<file path="config.mk">
export PLATFORM = sky130hd
export DESIGN_NAME = mem_stage
export DESIGN_NICKNAME = d
export VERILOG_FILES = /design/src/verilog/mem_pkg.sv /design/src/verilog/mem_stage.sv
export SDC_FILE = /design/constraint.sdc
export NUM_CORES = 1
export LEC_CHECK = 0
export ABC_CLOCK_PERIOD_IN_PS = 7050
export BUFFER_PORTS_ARGS = -buffer_cell sky130_fd_sc_hd__buf_2
export CAP_MARGIN = 5
export CORE_ASPECT_RATIO = 0.5
export CORE_UTILIZATION = 40
export DETAILED_ROUTE_END_ITERATION = 8
export GPL_TIMING_DRIVEN = 0
export HOLD_SLACK_MARGIN = 0.03
export PLACE_DENSITY_LB_ADDON = 0.25
export REMOVE_ABC_BUFFERS = 1
export SYNTH_ARGS = -nofsm -noshare
export SYNTH_HDL_FRONTEND = slang
export SYNTH_SLANG_ARGS = --single-unit
</file>
<file path="constraint.sdc">
create_clock -name clk_i -period 7.05 [get_ports clk_i]
set_input_delay 0.705 -clock clk_i [delete_from_list [all_inputs] [get_ports clk_i]]
set_output_delay 0.705 -clock clk_i [all_outputs]
set_load 0.02 [all_outputs]
</file>
<file path="src/verilog/mem_pkg.sv">
`default_nettype none

package mem_pkg;

    // **************************************************
    // op codes
    // **************************************************
    localparam int OP_W = 4;

    localparam logic [OP_W-1:0] OP_NOP   = 4'd0;
    localparam logic [OP_W-1:0] OP_LD_B  = 4'd1;
    localparam logic [OP_W-1:0] OP_LD_BU = 4'd2;
    localparam logic [OP_W-1:0] OP_LD_H  = 4'd3;
    localparam logic [OP_W-1:0] OP_LD_HU = 4'd4;
    localparam logic [OP_W-1:0] OP_LD_W  = 4'd5;
    localparam logic [OP_W-1:0] OP_ST_B  = 4'd6;
    localparam logic [OP_W-1:0] OP_ST_H  = 4'd7;
    localparam logic [OP_W-1:0] OP_ST_W  = 4'd8;
    localparam logic [OP_W-1:0] OP_LL    = 4'd9;
    localparam logic [OP_W-1:0] OP_SC    = 4'd10;

    // **************************************************
    // exception vector bits
    // **************************************************
    localparam int EXCP_W = 6;

    localparam int EXCP_ALE  = 0;
    localparam int EXCP_TLBR = 1;
    localparam int EXCP_PME  = 2;
    localparam int EXCP_PPI  = 3;
    localparam int EXCP_PIS  = 4;
    localparam int EXCP_PIL  = 5;

    // dmw csr fields.
    localparam int DMW_PLV0     = 0;
    localparam int DMW_PLV3     = 3;
    localparam int DMW_PSEG_LSB = 25; // 3 bits.
    localparam int DMW_VSEG_LSB = 29; // 3 bits.

    // lane 3 and half 1 are the high-order bits.
    typedef union packed {
        logic [3:0][7:0]  b;
        logic [1:0][15:0] h;
    } mem_word_u;

endpackage

`default_nettype wire

</file>
<file path="src/verilog/mem_stage.sv">
`default_nettype none

module mem_stage (
    input  logic                       clk_i,
    input  logic                       rst_n_i,
    input  logic                       req_i,
    input  logic [mem_pkg::OP_W-1:0]   op_i,
    input  logic [31:0]                vaddr_i,
    input  logic [31:0]                wdata_i,
    output logic                       ack_o,
    output logic [31:0]                rdata_o,
    output logic                       wreg_o,
    output logic                       excp_o,
    output logic [mem_pkg::EXCP_W-1:0] excp_num_o,
    output logic [mem_pkg::OP_W-1:0]   chk_op_o,
    output logic [31:0]                chk_vaddr_o,
    input  logic [31:0]                paddr_i,
    input  logic [mem_pkg::EXCP_W-1:0] chk_excp_i,
    output logic                       ram_req_o,
    output logic                       ram_we_o,
    output logic [3:0]                 ram_be_o,
    output logic [31:0]                ram_addr_o,
    output logic [31:0]                ram_wdata_o,
    input  logic                       ram_ack_i,
    input  logic [31:0]                ram_rdata_i
);

    import mem_pkg::*;

    localparam logic [2:0] S_IDLE    = 3'd0;
    localparam logic [2:0] S_ISSUE   = 3'd1;
    localparam logic [2:0] S_RAM_ACK = 3'd2;
    localparam logic [2:0] S_RAM_REL = 3'd3;
    localparam logic [2:0] S_ANSWER  = 3'd4;

    logic [2:0]      state_q;
    logic [OP_W-1:0] op_q;
    logic [31:0]     vaddr_q;
    logic [31:0]     wdata_q;
    logic            ll_bit_q;
    logic            accept;
    logic            has_excp;
    logic            writes_reg;
    logic            skip_ram;
    mem_word_u       st_word;
    mem_word_u       ld_word;
    logic [7:0]      ld_byte;
    logic [15:0]     ld_half;
    logic [31:0]     ld_result;

    assign accept      = state_q == S_IDLE && req_i && !ack_o;
    assign chk_op_o    = op_q;
    assign chk_vaddr_o = vaddr_q;

    assign has_excp   = |chk_excp_i;
    assign writes_reg = !has_excp
                        && op_q inside {OP_LD_B, OP_LD_BU, OP_LD_H, OP_LD_HU, OP_LD_W, OP_LL, OP_SC};
    assign skip_ram   = has_excp || op_q == OP_NOP || (op_q == OP_SC && !ll_bit_q);

    // **************************************************
    // lane placement, address 0 is the top byte
    // **************************************************
    assign ram_addr_o  = paddr_i;
    assign ram_we_o    = op_q inside {OP_ST_B, OP_ST_H, OP_ST_W, OP_SC};
    assign ram_wdata_o = st_word;

    always_comb begin
        st_word  = wdata_q;
        ram_be_o = 4'b1111;
        case (op_q)
            OP_ST_B, OP_LD_B, OP_LD_BU: begin
                st_word.b = {4{wdata_q[7:0]}};
                ram_be_o  = 4'b1000 >> vaddr_q[1:0];
            end
            OP_ST_H, OP_LD_H, OP_LD_HU: begin
                st_word.h = {2{wdata_q[15:0]}};
                ram_be_o  = vaddr_q[1] ? 4'b0011 : 4'b1100;
            end
            default: ;
        endcase
    end

    assign ld_word = ram_rdata_i;
    assign ld_byte = ld_word.b[~vaddr_q[1:0]];
    assign ld_half = ld_word.h[~vaddr_q[1]];

    always_comb begin
        case (op_q)
            OP_LD_B:        ld_result = {{24{ld_byte[7]}}, ld_byte};
            OP_LD_BU:       ld_result = {24'd0, ld_byte};
            OP_LD_H:        ld_result = {{16{ld_half[15]}}, ld_half};
            OP_LD_HU:       ld_result = {16'd0, ld_half};
            OP_LD_W, OP_LL: ld_result = ld_word;
            OP_SC:          ld_result = 32'd1; // sc stored.
            default:        ld_result = 32'd0;
        endcase
    end

    // **************************************************
    // handshake sequencer
    // **************************************************
    always_ff @(posedge clk_i) begin
        if (!rst_n_i) begin
            state_q   <= S_IDLE;
            ack_o     <= 1'b0;
            ram_req_o <= 1'b0;
            ll_bit_q  <= 1'b0;
            wreg_o    <= 1'b0;
            excp_o    <= 1'b0;
        end else begin
            case (state_q)
                S_IDLE: begin
                    if (accept) begin
                        state_q <= S_ISSUE;
                    end
                end
                S_ISSUE: begin
                    wreg_o <= writes_reg;
                    excp_o <= has_excp;
                    if (!has_excp && op_q == OP_LL) begin
                        ll_bit_q <= 1'b1;
                    end
                    if (!has_excp && op_q == OP_SC) begin
                        ll_bit_q <= 1'b0; // any sc ends the reservation.
                    end
                    if (skip_ram) begin
                        ack_o   <= 1'b1;
                        state_q <= S_ANSWER;
                    end else begin
                        ram_req_o <= 1'b1;
                        state_q   <= S_RAM_ACK;
                    end
                end
                S_RAM_ACK: begin
                    if (ram_ack_i) begin
                        ram_req_o <= 1'b0;
                        ack_o     <= 1'b1;
                        state_q   <= S_RAM_REL;
                    end
                end
                S_RAM_REL: begin
                    if (!req_i) begin
                        ack_o <= 1'b0;
                    end
                    if (!ram_ack_i) begin
                        state_q <= (req_i && ack_o) ? S_ANSWER : S_IDLE;
                    end
                end
                S_ANSWER: begin
                    if (!req_i) begin
                        ack_o   <= 1'b0;
                        state_q <= S_IDLE;
                    end
                end
                default: state_q <= S_IDLE;
            endcase
        end
    end

    always_ff @(posedge clk_i) begin
        if (accept) begin
            op_q    <= op_i;
            vaddr_q <= vaddr_i;
            wdata_q <= wdata_i;
        end
        if (state_q == S_ISSUE) begin
            excp_num_o <= chk_excp_i;
            rdata_o    <= 32'd0; // failed sc answers zero.
        end
        if (state_q == S_RAM_ACK && ram_ack_i) begin
            rdata_o <= ld_result;
        end
    end

endmodule

`default_nettype wire

</file>
After elaboration in Yosys (flattened, before gate mapping)
Cells that the tools add are included. Widths: inputs -> output; s select.

Register bits: 114. Input port bits: 142. Output and inout bits: 147. Word-level logic and storage cells: 93.

Order comparisons: 2. Eq/ne operators: 21. Shift-type cells: 1. Muxes and demuxes: 26. Bitwise operators: 2. Reduce and logical (&&, ||, !) cells: 30.

Operator list (number): $pmux 32 s6 (1); $mux 32 (2); $pmux 32 s2 (1); $mux 16 (2); $mux 3 (6); $bmux 8 s2 (1); $eq 4x3->1 const B (4); $pmux 3 s5 (1); $ne 2x2->1 const B (7); $eq 4x4->1 const B (3); $eq 4x2->1 const B (2); $logic_and 1x1->1 (8); $mux 8 (1); $pmux 4 s2 (1); $reduce_and 4->1 (2); $mux 1 (7); $reduce_bool 7->1 (1); $eq 3x2->1 const B (2); $reduce_bool 2->1 (3); $reduce_or 3->1 (2); $reduce_or 6->1 (1); $eq 4x1->1 const B (1); $logic_not 4->1 (1); $mux 4 (1); other kinds (17) (21).

Depth between registers and ports, before layout
Gate-level depths: netlist of the first run.

Depth in word-level cells: 5. Depth in mapped cells: 7. Mapped depth without buffers: 5.

Worst setup path before layout of the first run
OpenSTA, ideal clock, no wires.

Path type: in2reg. From: input port req_i. To: register op_q[0], in the netlist chk_op_o[0], enable pin. Library setup time: 578 ps. Arrival time: 5796 ps. Data required time: 6472 ps. Slack: 677 ps. Stages on the path: 2. Buffers on the path: 0. Path through: or3b_2 > nor3_1.

Word-level cells in the longest chain between the ends: 2.

Ends and longest elaborated chain: from (decl) (line mem_stage.sv:6) `input logic req_i,`; $logic_and 1x1->1 (2 in a row) (line mem_stage.sv:51) `assign accept = state_q == S_IDLE && req_i && !ack_o;`; net accept (line mem_stage.sv:41) `logic accept;`; to (signal assigned) (line mem_stage.sv:162) `op_q <= op_i;`; to (decl) (line mem_stage.sv:37) `logic [OP_W-1:0] op_q;`.

The timed path passes the listed nets, and every way through them passes these cells. A chain may end at the register's enable or synchronous reset.

Final worst setup path of the first run
From: register op_q[1], in the netlist chk_op_o[1]. To: output port ram_wdata_o[18].

Word-level cells in the longest chain between the ends: 3. Elaborated cells between the ends (all ways): 9. Classes of those cells: 6 x eq/ne; 1 x mux; 2 x reduce/logical.

Ends and longest elaborated chain: $eq 4x2->1, or another cell as far along (line mem_stage.sv:70) `case (op_q)`; $reduce_or 3->1 (line mem_stage.sv:70); $pmux 32 s2 (*) (line mem_stage.sv:70); to (decl) (line mem_stage.sv:23) `output logic [31:0] ram_wdata_o,`.

Every way passes the cells marked *; elsewhere a longest branch is shown, timed or not.

==> metrics.md, run 1 <==
| Metric | Value |
|---|---|
| Status | finished, final reports clean |
| Crit path kind | flop to output port |
| Fillers | 1121 |
| Avg Synthesized Cell Area | 13.4 um2 |
| Met2 wire length | 6170 um |
| Wirelength, routed | 13600 um |
| Flops & latches, synth | 114 |
| Unrepaired setup endpoints after global routing | false |
| Post-detailed-route wirelength per cell | 17.8 um |
| Count of input and output buffers | 224 |
| Routed wire length on met3 | 1460 um |
| Count of cells resized by post-cts repair | 0 |
| Clock root buffer master | sky130_fd_sc_hd__clkbuf_16 |
| Drt first-iter violations | 315 |
| Largest net degree at the start of global routing | 33 |
| Post-route insts no fill | 764 |
| Pins Over Slew Limit | 0 |
| Worst R2R Setup Slack | 4420 ps |
| P per Cell Area | 281 nW/um2 |
| CP Capture Type | output port |
| Die Outline Area | 13700 um2 |
| Starting density of the core | 41.4% |
| Post-CTS Setup Repair Bufs | 0 |
| Die H | 83.3 um |
| LEAKAGE | 2.69 nW |
| Critical Path RT | 6340 ps |
| Capture endpoint of the worst hold path | wdata_q[5]$_DFFE_PP_ |
| Cells along the critical path | or3b_1, a31oi_4, mux2_2, buf_2 |
| Number of optimization iterations in the first detailed-route pass | 5 |
| Seq pwr share | 42.6% |
| Switch share | 26.4% |
| Final clock period utilization by the worst path | 51.5% |
| DR DRC count | 0 |
| Worst hold path cell count | 1 |
| Min Clock Period, post-route | 3630 ps |
| Peak Freq | 0.276 GHz |
| Placer Congestion | 0.761 |
| Number of rows created at floorplan | 29 |
| Async S/R FF share, synth | 0% |
| Worst R2R End | rdata_o[1]$_SDFFCE_PN0P_ |
| Layout cell share with drive strength beyond 1 | 51.9% |
| Maximum vdd drop | 144 uV |
| Count of hold buffers inserted by post-cts repair | 0 |
| Utilization of the core after routing | 53.9% |
| Number of global-route vias before repair | 3799 |
| Clock-pin slew reported for the worst setup and hold paths after clock tree synthesis | 60 ps |
| Worst-path cell with the longest stage delay | sky130_fd_sc_hd__or3b_1 |
| Final setup violation count | 0 |
| Setup TNS | 0 ps |
| Post-synthesis sequential area ratio | 63.2% |
| ANT cells | 0 |
| Type of origin of the critical path | flop |
| Boundary pin count | 289 |
| Slew at the pin with the worst max-slew slack | 1150 ps |
| Wire length of the first global-routing pass | 20400 um |
| Number of sinks handled by clock tree synthesis | 114 |
| Area added between synthesis and finish | 30.1% |
| Net count of the finished layout | 723 |
| Internal power contribution | 1.42 mW |
| Delay of the slowest cell on the worst path | 670 ps |
| Hold Path Origin | wdata_i[5] |
| Maximum fanout count along the critical path | 20 |
| Worst hold-check path type | primary input to flop |
| Total placed cells including tap cells | 732 |
| Total global routing overflow | 0 |
| Buffer levels on the longest clock path | 2 |
| Chip Width | 165 um |
| Total chip power | 1.93 mW |
| Most instantiated flip-flop cell in the synthesis netlist | sky130_fd_sc_hd__edfxtp_1 |
| Fin Clk Skew | 9.38 ps |
| Fraction of power consumed by the clock network | 43.4% |
| Half-perimeter wire length after detailed placement | 10200 um |
| Arrival time at the worst endpoint | 2920 ps |
| Relative slew margins | 23.6% |
| Core Footprint | 12800 um2 |
| Total CTS buffers | 17 |
| Worst skew pair latency | 410 ps |
| Post-place setup slack | 3830 ps |
| Mapped Cells | 394 |
| Via density | 5.02 |
| Power dissipated by switching net loads | 510 uW |
| Final-report hold violation count | 0 |
| Number of antenna violations at the first check in global routing | 0 |
| Number of enable flip-flop cells after synthesis | 106 |
| Count of vias placed by the detailed router | 3835 |
| Max Cap Violations | 0 |
| Post-synth design cell area | 5290 um2 |
| Final ANT Viol Nets | 0 |
| CTS tree | yes |
| Highest routed layer | met5 |
| Warnings from Yosys | 0 |
| Post-route met1 wirelength | 5760 um |
| Cell variety after synth | 51 |
| Aggregate global-route resource usage | 20.5% |
| Share of total power in combinational logic | 14.0% |
| Worst r2r path cells | 4 |
| R2R Path Start | chk_op_o[3]$_DFFE_PP_ |
| H-Tree Level Count | 4 |
| Final worst-path setup slack | 3420 ps |
[cell usage after synthesis (3+ instances only)]
cell	n	area (um2)
sky130_fd_sc_hd__inv_1	11	41.3
sky130_fd_sc_hd__a222oi_1	6	60.1
sky130_fd_sc_hd__nand3b_1	4	30.0
sky130_fd_sc_hd__buf_4	41	308
sky130_fd_sc_hd__mux2_2	28	315
sky130_fd_sc_hd__dfxtp_1	8	160
sky130_fd_sc_hd__a22oi_1	12	90.1
sky130_fd_sc_hd__a31oi_1	7	43.8
sky130_fd_sc_hd__nand2b_1	7	43.8
sky130_fd_sc_hd__a21oi_1	22	110
sky130_fd_sc_hd__buf_2	14	70.1
sky130_fd_sc_hd__nand2_1	32	120
sky130_fd_sc_hd__nor2_1	14	52.6
sky130_fd_sc_hd__clkbuf_1	5	18.8
sky130_fd_sc_hd__o21ai_0	25	125
sky130_fd_sc_hd__buf_6	3	33.8
sky130_fd_sc_hd__edfxtp_1	106	3180
sky130_fd_sc_hd__nor2b_1	3	18.8
sky130_fd_sc_hd__mux2_1	4	45.0
[cell type report]
| cell class | count | area (um2) | share of cell area [%] |
|---|---|---|---|
| Timing Repair Buffer | 231 | 1220 | 17.7 |
| Inverter | 12 | 45.0 | 0.655 |
| Sequential cell | 114 | 3340 | 48.6 |
| Clock inverter | 15 | 156 | 2.27 |
| Clock buffer | 17 | 425 | 6.18 |
| Multi-Input combinational cell | 205 | 1480 | 21.5 |
| Tap cell | 170 | 213 | 3.09 |
[registers in the layout (all words and copies together), names as in the netlist]
signal and cells:
chk_op_o 4, excp_num_o 6, ack_o 1, ram_req_o 1
state_q 3, wreg_o 1, excp_o 1, rdata_o 32
wdata_q 32, ll_bit_q 1, chk_vaddr_o 32
[layer usage]
metal,global-route usage [%],vias to the layer above
li1,-,1818
met1,25.4,1812
met2,29.7,189
met3,10.9,14
met4,7.26,2
met5,4.17,-
[cells by family (layout without fill, tap and decap cells)]
family                    after synthesis  count (layout)  synth area share, %
and+or+nand+nor                        75              75                 7.33
buffers and inverters                  75             275                 8.99
xor gates and xnor gates                1               1                0.166
AOI/OAI and AO/OA                      94              94                 12.7
DFF                                   114             114                 63.2
muxes                                  35              35                 7.62
[cell usage in the layout (no fill, tap or decap), drive strengths merged]
master / n
a211oi: 5
a21boi: 4
a21oi: 24
a221oi: 2
a222oi: 6
a22oi: 12
a31o: 1
a31oi: 8
a32o: 1
and3: 1
and3b: 1
and4bb: 1
buf: 231
bufinv: 2
clkbuf: 17
clkinv: 5
clkinvlp: 4
dfxtp: 8
edfxtp: 106
inv: 16
mux2: 32
mux2i: 2
mux4: 1
nand2: 32
nand2b: 7
nand3: 2
nand3b: 4
nor2: 14
nor2b: 3
nor3: 1
nor4: 2
o21a: 2
o21ai: 25
o221a: 1
o22ai: 2
o311ai: 1
or2: 2
or3: 1
or3b: 4
xnor2: 1
[per-stage QoR]
step,hold WS [ps],instance area (um2)
global placement,457,6190
floorplan,457,4860
detailed placement,466,6300
finish,470,6880
global route,440,6880
CTS,445,6880
[worst max-delay path, delay by kind of cell, from the launching register on]
| family | cells | cell delay (ps) |
|---|---|---|
| muxes | 1 | 410 |
| buffers and inverters | 1 | 160 |
| DFF | 1 | 640 |
| and+or+nand+nor | 1 | 670 |
| AOI/OAI and AO/OA | 1 | 630 |
[worst max-delay path by stage]
stage                                      from               endpoint  slack [ps]  cells after the start
final                     chk_op_o[1]$_DFFE_PP_        ram_wdata_o[18]        3420                      4
after global routing      chk_op_o[1]$_DFFE_PP_        ram_wdata_o[18]        3260                      4
after global placement                    req_i   wdata_q[3]$_DFFE_PP_       -1350                      3
after CTS                 chk_op_o[1]$_DFFE_PP_        ram_wdata_o[18]        3380                      4
after detailed placement  chk_op_o[1]$_DFFE_PP_        ram_wdata_o[18]        3830                      4
after floorplan                           req_i  chk_op_o[0]$_DFFE_PP_         680                      2
[power groups by stage]
stage	logic (mW)	registers (mW)	clock network (mW)
after floorplan	0.115	0.879	0
after global placement	0.260	0.843	0
after detailed placement	0.274	0.837	0
after CTS	0.275	0.823	0.862
after global routing	0.293	0.828	0.890
final	0.271	0.823	0.838
No activity file was read; power rests on OpenSTA's default activity.
==> inputs of run 2 (changes only) <==
ABC_CLOCK_PERIOD_IN_PS = 3100   (was 7050)
clock period = 3.1 ns   (was 7.05 ns; I/O delays follow)
==> run 2 against run 1 <==
  * Register-to-register slack got worse by 4000 ps
  * Critical path depth unchanged
  * Via count increased by 0.63%
  * Setup slack got worse by 3200 ps
  * Critical path type unchanged
  * Count of clock-buffer cells in the layout unchanged
  * Sequential share of layout area decreased by 0.57 points
==> metrics.md, run 2 (synthesis gave the netlist of run 1 again) <==
| Metric | Value |
|---|---|
| Count of input and output buffers | 224 |
| Area added between synthesis and finish | 31.7% |
| Seq pwr share | 42.3% |
| ANT cells | 0 |
| Number of rows created at floorplan | 29 |
| Power dissipated by switching net loads | 1.17 mW |
| Die H | 83.3 um |
| Post-Place Cell Area | 6300 um2 |
| DR DRC count | 0 |
| P per Cell Area | 635 nW/um2 |
| Total CTS buffers | 17 |
| Unrepaired setup endpoints after global routing | false |
| Final clock period utilization by the worst path | 93.9% |
| Critical Path RT | 2790 ps |
| Crit path kind | flop to output port |
| Count of vias placed by the detailed router | 3859 |
| Worst-path cell with the longest stage delay | sky130_fd_sc_hd__edfxtp_1 |
| Number of sinks handled by clock tree synthesis | 114 |
| Max Cap Violations | 0 |
| Via density | 5.01 |
| Fraction of power consumed by the clock network | 43.2% |
| Boundary pin count | 289 |
| Fillers | 1115 |
| Share of total power in combinational logic | 14.5% |
| Fin Clk Skew | 8.85 ps |
| Maximum vdd drop | 332 uV |
| Most used cells in the layout excluding fill and tap cells | 224 x sky130_fd_sc_hd__buf_2, 106 x sky130_fd_sc_hd__edfxtp_1, 32 x sky130_fd_sc_hd__nand2_1 |
| Number of optimization iterations in the first detailed-route pass | 4 |
| Type of origin of the critical path | flop |
| Most frequent standard cell in the layout excluding fill and tap cells | sky130_fd_sc_hd__buf_2 |
| Final ANT Viol Nets | 0 |
| Arrival time at the worst endpoint | 2600 ps |
| Final setup violation count | 0 |
| Die Outline Area | 13700 um2 |
| Chip Width | 165 um |
| Number of global-route vias before repair | 3807 |
| Clock-pin slew reported for the worst setup and hold paths after clock tree synthesis | 60 ps |
| Relative slew margins | 26.3% |
| Half-perimeter wire length after detailed placement | 10200 um |
| Post-place setup slack | 278 ps |
| Aggregate global-route resource usage | 20.8% |
| LEAKAGE | 2.73 nW |
| Slew at the pin with the worst max-slew slack | 1110 ps |
| Final worst-path setup slack | 189 ps |
| Worst hold-check path type | primary input to flop |
| Wirelength, routed | 13900 um |
| Delay of the slowest cell on the worst path | 640 ps |
| Count of hold buffers inserted by post-cts repair | 0 |
| CTS tree | yes |
| Post-detailed-route wirelength per cell | 18.0 um |
| Pins Over Slew Limit | 0 |
| Wire length of the first global-routing pass | 20700 um |
| Net count of the finished layout | 730 |
| Total global routing overflow | 0 |
| H-Tree Level Count | 4 |
| Layout cell share with drive strength beyond 1 | 52.6% |
| Number of antenna violations at the first check in global routing | 0 |
| Placer Congestion | 0.761 |
| Final-report hold violation count | 0 |
| CP Capture Type | output port |
| Status | finished, final reports clean |
| Largest net degree at the start of global routing | 33 |
| Dominant delay contributor by cell family on the critical path | flip-flops |
| Cells along the critical path | or3b_4, a21oi_4, mux2_2, buf_2 |
| Core Footprint | 12800 um2 |
| Count of buffering cells on the critical path with inverters included | 1 |
| Clock root buffer master | sky130_fd_sc_hd__clkbuf_16 |
| Switch share | 26.5% |
| Internal power contribution | 3.25 mW |
| Worst skew pair latency | 410 ps |
| Min Clock Period, post-route | 2910 ps |
| Drt first-iter violations | 309 |
| Peak Freq | 0.344 GHz |
| Buffer levels on the longest clock path | 2 |
| Starting density of the core | 41.4% |
| Maximum fanout count along the critical path | 19 |
| Post-route cell area | 6960 um2 |
==> run 2: cell count changes in the layout (fill, tap and decap cells not counted), sizes merged <==
cell and change:
buf +6, a31oi +1
==> run 2: cell type report <==
type	count	area [um2]	area share, %
Sequential cell	114	3340	48.0
Multi-Input combinational cell	206	1500	21.6
Timing Repair Buffer	237	1280	18.3
Clock buffer	17	425	6.11
Tap cell	170	213	3.05
Clock inverter	15	156	2.25
Inverter	12	45.0	0.647
==> run 2: path summary, 6_finish.rpt <==
| kind | to | slack, ps | from | cells after the start |
|---|---|---|---|---|
| worst max-delay path | ram_wdata_o[15] | 190 | chk_op_o[1]$_DFFE_PP_ | 4 |
| worst min-delay path | wdata_q[5]$_DFFE_PP_ | 70 | wdata_i[5] | 1 |
| worst max register to register | rdata_o[1]$_SDFFCE_PN0P_ | 410 | chk_op_o[3]$_DFFE_PP_ | 4 |
| worst min register to register | wreg_o$_SDFFE_PN0N_ | 480 | wreg_o$_SDFFE_PN0N_ | 2 |
==> run 2: layer usage <==
metal  global-route usage, %  wire length [um]  vias to the layer above
li1                        -                 -                     1836
met1                    26.2              5930                     1804
met2                    29.8              6220                      196
met3                    11.0              1490                       21
met4                    7.59               164                        2
met5                    4.17                66                        -
==> run 2: repair_timing <==
item | in CTS | in global routing
resized for setup | 0 | 2
setup endpoints to repair | 9 | 23
setup buffers | 1 | 5
pin swaps | 1 | 0
cloned | 1 | 0
==> run 2: stage by stage <==
step	hold slack, ps	total power, mW	setup TNS [ps]	std cells	util (%)
2_1_floorplan	409	2.26	-200930	331	-
3_3_place_gp	457	2.51	-342290	725	48.5
3_5_place_dp	466	2.53	0	732	49.3
4_1_cts	50.3	4.47	0	766	54.1
5_1_grt	44.6	4.60	0	771	54.5
6_report	73.4	4.42	0	771	54.5
==> run 2: power by group through the flow <==
stage | clock, mW | sequential (mW) | combinational (mW)
4_1_cts | 1.96 | 1.87 | 0.636
6_report | 1.91 | 1.87 | 0.639
3_3_place_gp | 0 | 1.92 | 0.592
3_5_place_dp | 0 | 1.90 | 0.624
5_1_grt | 2.02 | 1.88 | 0.689
2_1_floorplan | 0 | 2.00 | 0.260
==> inputs of run 3 (changes only) <==
--- a/config.mk
+++ b/config.mk
@@ -11,4 +11,5 @@
 export CORE_ASPECT_RATIO = 0.5
 export CORE_UTILIZATION = 40
+export CTS_BUF_LIST = sky130_fd_sc_hd__clkbuf_16
 export DETAILED_ROUTE_END_ITERATION = 8
 export GPL_TIMING_DRIVEN = 0
==> constraint.sdc (replaced) <==
create_clock -name clk_i -period 3.1 [get_ports clk_i]
set_input_delay 0.31 -clock clk_i [delete_from_list [all_inputs] [get_ports clk_i]]
set_output_delay 0.31 -clock clk_i [all_outputs]
set_load 0.1 [all_outputs]
==> run 3 against run 2 <==
  * Hold slack better by 0.68 ps
  * Sequential power about the same
  * Maximum frequency is 1.4% lower
  * Cell area up 1.3%
  * Via count rose by 1.2%
  * Setup slack worse by 42 ps
==> metrics.md, run 3 (synthesis gave the netlist of run 1 again) <==
| Metric | Value |
|---|---|
| Status | finished, final reports clean |
| Peak Freq | 0.339 GHz |
| H-Tree Level Count | 4 |
| Fin Clk Skew | 9.70 ps |
| Aggregate global-route resource usage | 20.9% |
| LEAKAGE | 2.78 nW |
| Clock-pin slew reported for the worst setup and hold paths after clock tree synthesis | 60 ps |
| Type of origin of the critical path | flop |
| Most frequent standard cell in the layout excluding fill and tap cells | sky130_fd_sc_hd__buf_2 |
| Wirelength, routed | 14000 um |
| Number of sinks handled by clock tree synthesis | 114 |
| Number of antenna violations at the first check in global routing | 0 |
| CTS tree | yes |
| Worst r2r path cells | 4 |
| Worst hold path cell count | 1 |
| Worst hold-check path type | primary input to flop |
| Maximum vdd drop | 331 uV |
| Net count of the finished layout | 737 |
| Min Clock Period, post-route | 2950 ps |
| Count of input and output buffers | 224 |
| Area added between synthesis and finish | 33.4% |
| Total area of multi-input combinational cells | 1500 um2 |
| Core Footprint | 12800 um2 |
| P per Cell Area | 732 nW/um2 |
| Area of all sequential standard cells | 3340 um2 |
| Critical Path RT | 2790 ps |
| Final worst-path setup slack | 147 ps |
| Count of hold buffers inserted by post-cts repair | 0 |
| Max Cap Violations | 0 |
| Post-route met1 wirelength | 6000 um |
| ANT cells | 0 |
| Clock root buffer master | sky130_fd_sc_hd__clkbuf_16 |
| Final setup violation count | 0 |
| Post-Place Cell Area | 6300 um2 |
| Crit path kind | flop to output port |
| Worst-path cell with the longest stage delay | sky130_fd_sc_hd__edfxtp_1 |
| Number of optimization iterations in the first detailed-route pass | 5 |
| Die Outline Area | 13700 um2 |
| Drt first-iter violations | 314 |
| Post-route insts no fill | 778 |
| Cells along the critical path | or3b_4, a21oi_4, nor2_1, o21ai_0, buf_2 |
| Met2 wire length | 6280 um |
| Pins Over Slew Limit | 0 |
| Fillers | 1107 |
| Delay of the slowest cell on the worst path | 620 ps |
| Total global routing overflow | 0 |
| Relative slew margins | 25.9% |
| Buffer levels on the longest clock path | 2 |
| CP Capture Type | output port |
| Layout cell share with drive strength beyond 1 | 53.1% |
| Final ANT Viol Nets | 0 |
| Slew at the pin with the worst max-slew slack | 1110 ps |
| Post-place setup slack | 143 ps |
| Final-report hold violation count | 0 |
| Number of rows created at floorplan | 29 |
| Arrival time at the worst endpoint | 2640 ps |
| Worst skew pair latency | 410 ps |
| Via density | 5.02 |
| Count of vias placed by the detailed router | 3906 |
| Post-detailed-route wirelength per cell | 18.0 um |
| Final clock period utilization by the worst path | 95.3% |
| Half-perimeter wire length after detailed placement | 10200 um |
| Largest net degree at the start of global routing | 33 |
| DR DRC count | 0 |
| Boundary pin count | 289 |
| Total placed cells including tap cells | 732 |
| Routed wire length on met3 | 1470 um |
| Post-route cell area | 7050 um2 |
| Starting density of the core | 41.4% |
| Chip Width | 165 um |
| Total CTS buffers | 17 |
| Highest routed layer | met5 |
| Placer Congestion | 0.761 |
| Number of global-route vias before repair | 3829 |
| Die H | 83.3 um |
| Unrepaired setup endpoints after global routing | false |
| Most used cells in the layout excluding fill and tap cells | 214 x sky130_fd_sc_hd__buf_2, 106 x sky130_fd_sc_hd__edfxtp_1, 32 x sky130_fd_sc_hd__nand2_1 |
| Maximum fanout count along the critical path | 13 |
| Wire length of the first global-routing pass | 20900 um |
[run 3: cell types whose count changed in the layout (fill, tap and decap cells not counted)]
cell	change
sky130_fd_sc_hd__buf_2	-10
sky130_fd_sc_hd__clkbuf_4	+4
sky130_fd_sc_hd__buf_4	+12
sky130_fd_sc_hd__buf_12	+1
[run 3: per-layer routing]
| metal | global-route usage [%] | up-vias |
|---|---|---|
| li1 | - | 1852 |
| met1 | 26.4 | 1834 |
| met2 | 29.9 | 195 |
| met3 | 11.0 | 23 |
| met4 | 7.59 | 2 |
| met5 | 4.17 | - |
[run 3: final timing paths]
| check | from | endpoint | slack [ps] |
|---|---|---|---|
| hold / removal | wdata_i[5] | wdata_q[5]$_DFFE_PP_ | 70 |
| setup reg to reg | chk_op_o[3]$_DFFE_PP_ | rdata_o[1]$_SDFFCE_PN0P_ | 410 |
| hold reg to reg | ram_req_o$_SDFFE_PN0P_ | ram_req_o$_SDFFE_PN0P_ | 480 |
| setup / recovery | chk_op_o[2]$_DFFE_PP_ | ram_be_o[0] | 150 |
[run 3: worst max-delay path, delay by kind of cell, from the launching register on]
kind,cells,cell delay (ps)
DFF,1,620
and+or+nand+nor,2,640
buffers and inverters,1,450
AOI/OAI and AO/OA,2,520
[run 3: report_power, final]
group          internal, mW  switching (mW)  leakage (nW)  total, mW
clock network          1.19           0.723         0.274       1.91
logic                 0.274            1.11          1.45       1.39
registers              1.81          0.0578          1.06       1.86
[run 3: timing repair]
action	4_1_cts	5_1_grt
pin swaps	1	1
resized for setup	7	5
cloned	1	0
endpoints found under the setup margin	20	20
setup buffers	5	8
[run 3: per-stage QoR]
step | setup TNS, ps | hold slack [ps] | utilization [%] | power (mW)
after floorplan | -219590 | 409 | - | 2.98
after global placement | -342290 | 457 | 48.5 | 3.23
after detailed placement | 0 | 466 | 49.3 | 3.24
after CTS | 0 | 50.3 | 54.5 | 5.20
after global routing | 0 | 44.6 | 55.2 | 5.34
final | 0 | 74.1 | 55.2 | 5.16
[run 3: cell type report]
class / count / share of cell area [%]
Clock buffer: 17 / 6.03
Tap cell: 170 / 3.02
Clock inverter: 15 / 2.22
Inverter: 12 / 0.639
Multi-Input combinational cell: 206 / 21.3
Sequential cell: 114 / 47.4
Timing Repair Buffer: 244 / 19.4
